<file path="src/common/mouse_consts.svh">
`ifndef MOUSE_CONSTS_SVH
`define MOUSE_CONSTS_SVH

// panel size in pixels
`define SCREEN_W 96
`define SCREEN_H 64

// clk cycles without a ps/2 clock edge before a partial frame is dropped
`define PS2_TIMEOUT 4096

// oled_spi buffer depth, also the credits pixel_scan starts with
`define SPI_DEPTH 2

// cursor position out of reset
`define CURSOR_X0 48
`define CURSOR_Y0 32

`endif
</file>
<file path="src/common/mouse_pkg.sv">
package mouse_pkg;

  // first byte of a stream-mode packet, bit 7 down to bit 0
  typedef struct packed {
    logic y_ovf;
    logic x_ovf;
    logic y_sign;
    logic x_sign;
    logic sync;    // always one in a real first byte
    logic middle;
    logic right;
    logic left;
  } status_t;

  typedef struct packed {
    status_t    st;
    logic [7:0] dx;   // low bits, sign sits in st
    logic [7:0] dy;
  } packet_f_t;

  // same 24 bits, filled byte by byte, read as fields
  typedef union packed {
    logic [0:2][7:0] b;   // b[0] is the status byte
    packet_f_t       f;
  } packet_u;

  typedef struct packed {
    logic [6:0] x;
    logic [5:0] y;
    logic [2:0] buttons;  // {middle, right, left}
  } cursor_t;

  typedef logic [15:0] pixel_t;  // rgb565

endpackage

</file>
<file path="src/hw/mouse_oled_top.sv">
`timescale 1ns/10ps

module mouse_oled_top
  import mouse_pkg::*;
(
  input  logic    clk,
  input  logic    arst_n,
  input  logic    ps2_clk,
  input  logic    ps2_dat,
  output cursor_t cursor,
  output logic    oled_csn,
  output logic    oled_clk,
  output logic    oled_mosi
);

  logic [7:0] rx_byte;
  logic       rx_valid;
  logic       rx_error;
  pixel_t     pixel;
  logic       pix_valid;
  logic       credit;

  // mouse side
  ps2_rx u_ps2_rx (
    .clk      (clk),
    .arst_n   (arst_n),
    .ps2_clk  (ps2_clk),
    .ps2_dat  (ps2_dat),
    .rx_byte  (rx_byte),
    .rx_valid (rx_valid),
    .rx_error (rx_error)
  );

  mouse_packet u_mouse_packet (
    .clk      (clk),
    .arst_n   (arst_n),
    .rx_byte  (rx_byte),
    .rx_valid (rx_valid),
    .rx_error (rx_error),
    .cursor   (cursor)
  );

  // display side, paced by credits
  pixel_scan u_pixel_scan (
    .clk       (clk),
    .arst_n    (arst_n),
    .cursor    (cursor),
    .credit    (credit),
    .pixel     (pixel),
    .pix_valid (pix_valid)
  );

  oled_spi u_oled_spi (
    .clk       (clk),
    .arst_n    (arst_n),
    .pixel     (pixel),
    .pix_valid (pix_valid),
    .credit    (credit),
    .oled_csn  (oled_csn),
    .oled_clk  (oled_clk),
    .oled_mosi (oled_mosi)
  );

endmodule

</file>
<file path="src/oled/oled_spi.sv">
`timescale 1ns/10ps
`include "mouse_consts.svh"

module oled_spi
  import mouse_pkg::*;
(
  input  logic   clk,
  input  logic   arst_n,
  input  pixel_t pixel,
  input  logic   pix_valid,
  output logic   credit,
  output logic   oled_csn,
  output logic   oled_clk,
  output logic   oled_mosi
);

  localparam int DEPTH = `SPI_DEPTH;
  localparam int PW    = $clog2(DEPTH);
  localparam int CW    = $clog2(DEPTH + 1);

  pixel_t        mem [DEPTH];
  logic [PW-1:0] wr_ptr;
  logic [PW-1:0] rd_ptr;
  logic [CW-1:0] count;
  logic          load;
  logic          busy;    // a word is on the wire
  logic          phase;   // high half of the spi bit
  logic [3:0]    bit_cnt;
  pixel_t        sr;

  assign load = !busy && count != '0;

  always_ff @(posedge clk or negedge arst_n)
  begin
    if (!arst_n)
    begin
      wr_ptr <= '0;
      rd_ptr <= '0;
      count  <= '0;
    end
    else
    begin
      if (pix_valid)
        wr_ptr <= (wr_ptr == PW'(DEPTH - 1)) ? '0 : wr_ptr + 1'b1;
      if (load)
        rd_ptr <= (rd_ptr == PW'(DEPTH - 1)) ? '0 : rd_ptr + 1'b1;
      count <= count + CW'(pix_valid) - CW'(load);
    end
  end

  always_ff @(posedge clk)
  begin
    if (pix_valid)
      mem[wr_ptr] <= pixel;
  end

  always_ff @(posedge clk or negedge arst_n)
  begin
    if (!arst_n)
    begin
      busy    <= 1'b0;
      phase   <= 1'b0;
      bit_cnt <= '0;
      credit  <= 1'b0;
    end
    else
    begin
      credit <= load; // slot freed
      if (load)
      begin
        busy    <= 1'b1;
        phase   <= 1'b0;
        bit_cnt <= '0;
      end
      else if (busy)
      begin
        phase <= ~phase;
        if (phase)
        begin
          bit_cnt <= bit_cnt + 4'd1;
          if (bit_cnt == 4'd15)
            busy <= 1'b0; // csn goes high for at least one cycle
        end
      end
    end
  end

  // msb first, next bit shows up as sclk falls
  always_ff @(posedge clk)
  begin
    if (load)
      sr <= mem[rd_ptr];
    else if (busy && phase)
      sr <= {sr[14:0], 1'b0};
  end

  assign oled_csn  = ~busy;
  assign oled_clk  = busy & phase;
  assign oled_mosi = busy & sr[15];

  // the credit loop must keep the scanner from overrunning the buffer
  fifo_no_overflow: assert property (@(posedge clk) disable iff (!arst_n)
    pix_valid |-> count != CW'(DEPTH));

endmodule

</file>
<file path="src/oled/pixel_scan.sv">
`timescale 1ns/10ps
`include "mouse_consts.svh"

module pixel_scan
  import mouse_pkg::*;
(
  input  logic    clk,
  input  logic    arst_n,
  input  cursor_t cursor,
  input  logic    credit,
  output pixel_t  pixel,
  output logic    pix_valid
);

  localparam int CW = $clog2(`SPI_DEPTH + 1);

  logic [CW-1:0] credits;
  logic [CW-1:0] credits_nx;
  logic          issue;
  logic [6:0]    x;
  logic [5:0]    y;
  logic [6:0]    lat_x;
  logic [5:0]    lat_y;
  logic          origin;
  logic [6:0]    hair_x;
  logic [5:0]    hair_y;

  // the word on the output now has already spent its credit
  assign credits_nx = credits - CW'(pix_valid) + CW'(credit);
  assign issue      = credits_nx != '0;

  assign origin = x == 7'd0 && y == 6'd0;
  assign hair_x = origin ? cursor.x : lat_x; // new frame sees the live cursor
  assign hair_y = origin ? cursor.y : lat_y;

  always_ff @(posedge clk or negedge arst_n)
  begin
    if (!arst_n)
    begin
      credits   <= CW'(`SPI_DEPTH);
      pix_valid <= 1'b0;
      x         <= '0;
      y         <= '0;
    end
    else
    begin
      credits   <= credits_nx;
      pix_valid <= issue;
      if (issue)
      begin
        if (x == 7'(`SCREEN_W - 1))
        begin
          x <= '0;
          y <= (y == 6'(`SCREEN_H - 1)) ? 6'd0 : y + 6'd1;
        end
        else
          x <= x + 7'd1;
      end
    end
  end

  always_ff @(posedge clk)
  begin
    if (issue && origin)
    begin
      lat_x <= cursor.x;
      lat_y <= cursor.y;
    end
    if (issue)
      pixel <= (x == hair_x || y == hair_y) ? '1 : '0;
  end

  // a returned credit that was never spent would let a pixel out unpaid
  credit_held: assert property (@(posedge clk) disable iff (!arst_n)
    credits <= CW'(`SPI_DEPTH));

endmodule

</file>
<file path="src/ps2/mouse_packet.sv">
`timescale 1ns/10ps
`include "mouse_consts.svh"

module mouse_packet
  import mouse_pkg::*;
(
  input  logic       clk,
  input  logic       arst_n,
  input  logic [7:0] rx_byte,
  input  logic       rx_valid,
  input  logic       rx_error,
  output cursor_t    cursor
);

  logic [1:0]        byte_cnt;
  logic [7:0]        hold_st;
  logic [7:0]        hold_dx;
  packet_u           pkt;
  status_t           first;
  logic              last;
  logic signed [9:0] dx_ext;
  logic signed [9:0] dy_ext;
  logic signed [9:0] nx;
  logic signed [9:0] ny;
  logic [6:0]        x_new;
  logic [5:0]        y_new;

  // third byte taken straight off the receiver
  always_comb
  begin
    pkt.b = {hold_st, hold_dx, rx_byte};
  end

  assign first = status_t'(rx_byte);
  assign last  = rx_valid && byte_cnt == 2'd2;

  assign dx_ext = {{2{pkt.f.st.x_sign}}, pkt.f.dx};
  assign dy_ext = {{2{pkt.f.st.y_sign}}, pkt.f.dy};
  assign nx     = $signed({3'b000, cursor.x}) + dx_ext;
  assign ny     = $signed({4'b0000, cursor.y}) - dy_ext; // screen y grows down

  always_comb
  begin
    if (pkt.f.st.x_ovf)
      x_new = cursor.x;
    else if (nx < 0)
      x_new = '0;
    else if (nx > $signed(10'(`SCREEN_W - 1)))
      x_new = 7'(`SCREEN_W - 1);
    else
      x_new = nx[6:0];

    if (pkt.f.st.y_ovf)
      y_new = cursor.y;
    else if (ny < 0)
      y_new = '0;
    else if (ny > $signed(10'(`SCREEN_H - 1)))
      y_new = 6'(`SCREEN_H - 1);
    else
      y_new = ny[5:0];
  end

  always_ff @(posedge clk or negedge arst_n)
  begin
    if (!arst_n)
      byte_cnt <= '0;
    else if (rx_error)
      byte_cnt <= '0; // start over
    else if (rx_valid)
    begin
      if (byte_cnt == 2'd0 && !first.sync)
        byte_cnt <= '0; // not a status byte, keep hunting
      else if (byte_cnt == 2'd2)
        byte_cnt <= '0;
      else
        byte_cnt <= byte_cnt + 2'd1;
    end
  end

  always_ff @(posedge clk)
  begin
    if (rx_valid && byte_cnt == 2'd0)
      hold_st <= rx_byte;
    if (rx_valid && byte_cnt == 2'd1)
      hold_dx <= rx_byte;
  end

  always_ff @(posedge clk or negedge arst_n)
  begin
    if (!arst_n)
    begin
      cursor.x       <= 7'(`CURSOR_X0);
      cursor.y       <= 6'(`CURSOR_Y0);
      cursor.buttons <= '0;
    end
    else if (last && !rx_error)
    begin
      cursor.x       <= x_new;
      cursor.y       <= y_new;
      cursor.buttons <= {pkt.f.st.middle, pkt.f.st.right, pkt.f.st.left};
    end
  end

  cursor_on_screen: assert property (@(posedge clk) disable iff (!arst_n)
    int'(cursor.x) < `SCREEN_W && int'(cursor.y) < `SCREEN_H);

endmodule

</file>
<file path="src/ps2/ps2_rx.sv">
`timescale 1ns/10ps
`include "mouse_consts.svh"

module ps2_rx (
  input  logic       clk,
  input  logic       arst_n,
  input  logic       ps2_clk,
  input  logic       ps2_dat,
  output logic [7:0] rx_byte,
  output logic       rx_valid,
  output logic       rx_error
);

  localparam int unsigned TO_W = $clog2(`PS2_TIMEOUT) + 1;

  logic [1:0]      clk_sync;
  logic [1:0]      dat_sync;
  logic            clk_prev;
  logic            fall;
  logic [3:0]      bit_cnt;    // bits received so far in this frame
  logic [9:0]      shift;      // start, 8 data, parity
  logic [TO_W-1:0] idle_cnt;
  logic            frame_ok;

  // both lines idle high
  always_ff @(posedge clk or negedge arst_n)
  begin
    if (!arst_n)
    begin
      clk_sync <= 2'b11;
      dat_sync <= 2'b11;
      clk_prev <= 1'b1;
    end
    else
    begin
      clk_sync <= {clk_sync[0], ps2_clk};
      dat_sync <= {dat_sync[0], ps2_dat};
      clk_prev <= clk_sync[1];
    end
  end

  assign fall = clk_prev & ~clk_sync[1];

  // start low, odd parity over data and parity bit, stop high
  assign frame_ok = ~shift[0] & (^shift[9:1]) & dat_sync[1];

  always_ff @(posedge clk or negedge arst_n)
  begin
    if (!arst_n)
    begin
      bit_cnt  <= '0;
      idle_cnt <= '0;
      rx_valid <= 1'b0;
      rx_error <= 1'b0;
    end
    else
    begin
      rx_valid <= 1'b0;
      rx_error <= 1'b0;
      if (fall)
      begin
        idle_cnt <= '0;
        if (bit_cnt == 4'd10) // stop bit
        begin
          bit_cnt  <= '0;
          rx_valid <= frame_ok;
          rx_error <= ~frame_ok;
        end
        else
          bit_cnt <= bit_cnt + 4'd1;
      end
      else if (bit_cnt != 4'd0)
      begin
        if (idle_cnt == TO_W'(`PS2_TIMEOUT - 1))
        begin
          bit_cnt  <= '0; // give up on the partial frame
          idle_cnt <= '0;
          rx_error <= 1'b1;
        end
        else
          idle_cnt <= idle_cnt + TO_W'(1);
      end
      else
        idle_cnt <= '0;
    end
  end

  // lsb first, so bits enter at the top
  always_ff @(posedge clk)
  begin
    if (fall && bit_cnt != 4'd10)
      shift <= {dat_sync[1], shift[9:1]};
    if (fall && bit_cnt == 4'd10)
      rx_byte <= shift[8:1];
  end

  rx_excl: assert property (@(posedge clk) disable iff (!arst_n)
    !(rx_valid && rx_error));

endmodule

</file>
<file path="config.mk">
export PLATFORM = sky130hd
export DESIGN_NAME = mouse_oled_top
export DESIGN_NICKNAME = d
export VERILOG_FILES = /design/src/common/mouse_pkg.sv /design/src/hw/mouse_oled_top.sv /design/src/oled/oled_spi.sv /design/src/oled/pixel_scan.sv /design/src/ps2/mouse_packet.sv /design/src/ps2/ps2_rx.sv
export VERILOG_INCLUDE_DIRS = /design/src /design/src/common
export SDC_FILE = /design/constraint.sdc
export NUM_CORES = 1
export LEC_CHECK = 0
export ABC_AREA = 1
export BUFFER_PORTS_ARGS = -buffer_cell sky130_fd_sc_hd__buf_2
export CAP_MARGIN = 30
export CORE_MARGIN = 3
export CORE_UTILIZATION = 25
export DETAILED_ROUTE_END_ITERATION = 16
export PLACE_DENSITY_LB_ADDON = 0.1
export SYNTH_ARGS = -nofsm -noshare
export SYNTH_HDL_FRONTEND = slang
export SYNTH_HIERARCHICAL = 1
export SYNTH_SLANG_ARGS = --single-unit
</file>
<file path="constraint.sdc">
create_clock -name clk -period 6.7 [get_ports clk]
set_input_delay 0.335 -clock clk [delete_from_list [all_inputs] [get_ports clk]]
set_output_delay 0.335 -clock clk [all_outputs]
set_load 0.005 [all_outputs]
</file>
==> flow_summary.toml <==
[layout]
mostFrequentLayoutCells = "nand2_1, inv_1, edfxtp_1, dfrtp_1, nand3_1"
layout-area-overhead-vs-synth_pct = 13.2
num_antenna_cells = 0
drive_above_1_share = 0.161
final_cell_area_um2 = 9310
n_fill_cell = 3372
fin_util = 0.291
final_common_cell = "nand2_1"
finalNetCount = 895

[drt]
via_count = 5327
via_per_inst = 4.06
drtIter0Drc = 250
routed_wl_mm = 17.6
drt_drc_violations_left = 0
dr.pass1.iters = 4
wire_per_inst_um = 13.4
postRouteAntennaNets = 0

[logic_synthesis]
synth-seq-area-share = 0.558
syn-instance-count = 839
syn_nets = 870
synth-seq-cells = 164
yosys_warnings = 6
synth_cell_type_count = 50
syn_area_um2 = 8230
synth.avg_cell_area_um2 = 9.80

[timing]
max_freq_ghz = 0.370
worst-slew-pin-transition_ps = 953
finalSetupTns_ps = 0
skew_ps = 7.57
relSlewSlack = 0.364
drv_slew = 0
rsz0062_at_grt = "no"
setup_viol = 0
hold_viol = 0
period_share = 0.403
period_minus_slack_ps = 2700

[floorplan]
initial_core_util = 0.257
die_h_um = 187
rows = 65
core_area_um2 = 32000
die_area_um2 = 35100
chipWidth_um = 187
io_pins = 23

[pwr]
power.density_nw_per_um2 = 224
ir_drop_uv = 171
power_mw = 2.08
p_leak_nw = 4.28

[place]
place_hpwl_mm = 12.2
placed_area_um2 = 8760
place_congestion = 0.738
portBuffers = 22

[global_routing]
grt_pass1_vias = 5291
antenna_found_initial = 0
grt_max_degree = 48
grt_pass1_wl_mm = 29.3
track_usage = 0.105
grt_overflow = 0

[cts]
cts_buffer_depth = 2
h-tree-depth = 4
cts_buffers = 17
cts_root_buffer = "clkbuf_16"
post_cts_resized = 0
cts_tree = "built"
clk-insertion-delay-late_ps = 430
clkSlewWorstSetupHoldPaths_ps = 60
cts_sinks = 164

[hold_path]
hp-class = "in2async"

[setup_path]
cpMaxStageDelayCell = "nor3b_2"
path_cells = "ha_1 -> inv_1 -> ha_1 -> xor2_1 -> xnor2_1 -> nand2_1 -> nor3b_2 -> buf_6"
worstPathBufferInverterCount = 2
crit_type = "reg2reg"
endpoint_kind = "flop"
worstPathArrival_ps = 2840
crit_family = "simple AND/OR/NAND/NOR gates"
required_ps = 6840
worst-path-max-fanout = 14
startpoint_type = "flop"
crit_top_cell = "ha_1"
slowest_delay_ps = 620

[job]
maxCapViolCount = 0

[outcome]
status = "finished, final reports clean"
## stage by stage
stage | cells | hold WS, ps | setup WS [ps]
5_1_grt | 1312 | 365 | 3760
2_1_floorplan | 839 | 39.4 | 3780
3_3_place_gp | 1274 | 287 | 3780
4_1_cts | 1312 | 352 | 3970
6_report | 1312 | 354 | 4000
3_5_place_dp | 1277 | 283 | 3990
## cell usage after synthesis, drive strengths merged
cell type  count  area [um2]
nor4b          1        8.76
clkbuf         1        3.75
nor3           8        45.0
xnor2         10        87.6
a21boi         1        7.51
mux2           3        33.8
nor4           4        40.0
fa             2        40.0
clkinv         1        3.75
nand3         59         323
nor3b          1        7.51
o22ai          1        6.26
nand2        248         983
ha            25         313
inv          116         435
o211ai        16         160
xor2          16         140
a31oi          1        6.26
buf           24         203
o21ai         24         128
nand4          7        43.8
or2           16         100
a21oi         15        93.9
dfrtp         60        1500
edfxtp        95        2850
o21bai         1        7.51
and2           1        6.26
dfstp          9         236
nand3b        11        82.6
nor2          62         325
## per-layer routing
metal  track usage  part of all wire
met2         0.165              0.46
met1         0.144              0.51
met4        0.0329             0.013
met3        0.0247             0.025
met5             0                 0
## timing repair
item | CTS | global route
endpoints found under the hold margin | 18 | 0
buffers inserted | 0 | 0
setup endpoints to repair | 0 | 0
hold buffers | 3 | 0
## flip-flops by register name, indices dropped and copies added, names as in the netlist, 4 cells and up
signal                  flops
u_pixel_scan/lat_y          6
u_oled_spi/sr              16
u_mouse_packet/cursor      16
u_pixel_scan/x              7
u_pixel_scan/y              6
u_pixel_scan/lat_x          7
u_ps2_rx/bit_cnt            4
u_mouse_packet/hold_st      7
u_oled_spi/mem             32
u_ps2_rx/shift             10
u_ps2_rx/rx_byte            8
u_mouse_packet/hold_dx      8
u_ps2_rx/idle_cnt          13
u_oled_spi/bit_cnt          4
## report_power, final
part	total [mW]	internal [mW]	switching, mW
clock network	0.885	0.472	0.414
registers	1.11	1.09	0.0191
logic	0.0912	0.0301	0.0610
## worst reg2reg max path, delay by kind of cell, from the launching register on
kind                       cells  cell delay (ps)
DFF                            1              430
xor gates and xnor gates       2              290
buffers and inverters          2              260
and+or+nand+nor                2              950
adders and majority gates      2              480
## logic make-up (layout without fill, tap and decap cells)
family	Yosys count	count (layout)	share of synthesized area
and+or+nand+nor	418	418	0.239
DFF	164	164	0.558
AOI/OAI and AO/OA	59	59	0.0497
xor gates and xnor gates	26	26	0.0277
buffers and inverters	142	180	0.0785
muxes	3	3	0.00411
adders and majority gates	27	27	0.0429
## area by class of cell
type / count / area, um2 / area share
Clock buffer: 19 / 433 / 0.0465
Sequential cell: 164 / 4590 / 0.493
Inverter: 117 / 439 / 0.0472
Clock inverter: 13 / 87.6 / 0.00941
Multi-Input combinational cell: 533 / 3000 / 0.322
Timing Repair Buffer: 31 / 219 / 0.0235
Tap cell: 435 / 544 / 0.0585
## worst paths after layout
kind / to / cells past startpoint / startpoint / slack, ps
worst max-delay path: u_pixel_scan/lat_y[1] / 8 / u_pixel_scan/pix_valid / 4000
worst min-delay path: u_ps2_rx/bit_cnt[2] / 2 / arst_n / 350
worst max register to register: u_pixel_scan/lat_y[1] / 8 / u_pixel_scan/pix_valid / 4000
worst min register to register: u_ps2_rx/dat_sync[1] / 0 / u_ps2_rx/dat_sync[0] / 360
max in group asynchronous: u_pixel_scan/x[0] / 3 / arst_n / 5370
min in group clk: u_ps2_rx/dat_sync[1] / 0 / u_ps2_rx/dat_sync[0] / 360
(Power assumes the default switching activity.)
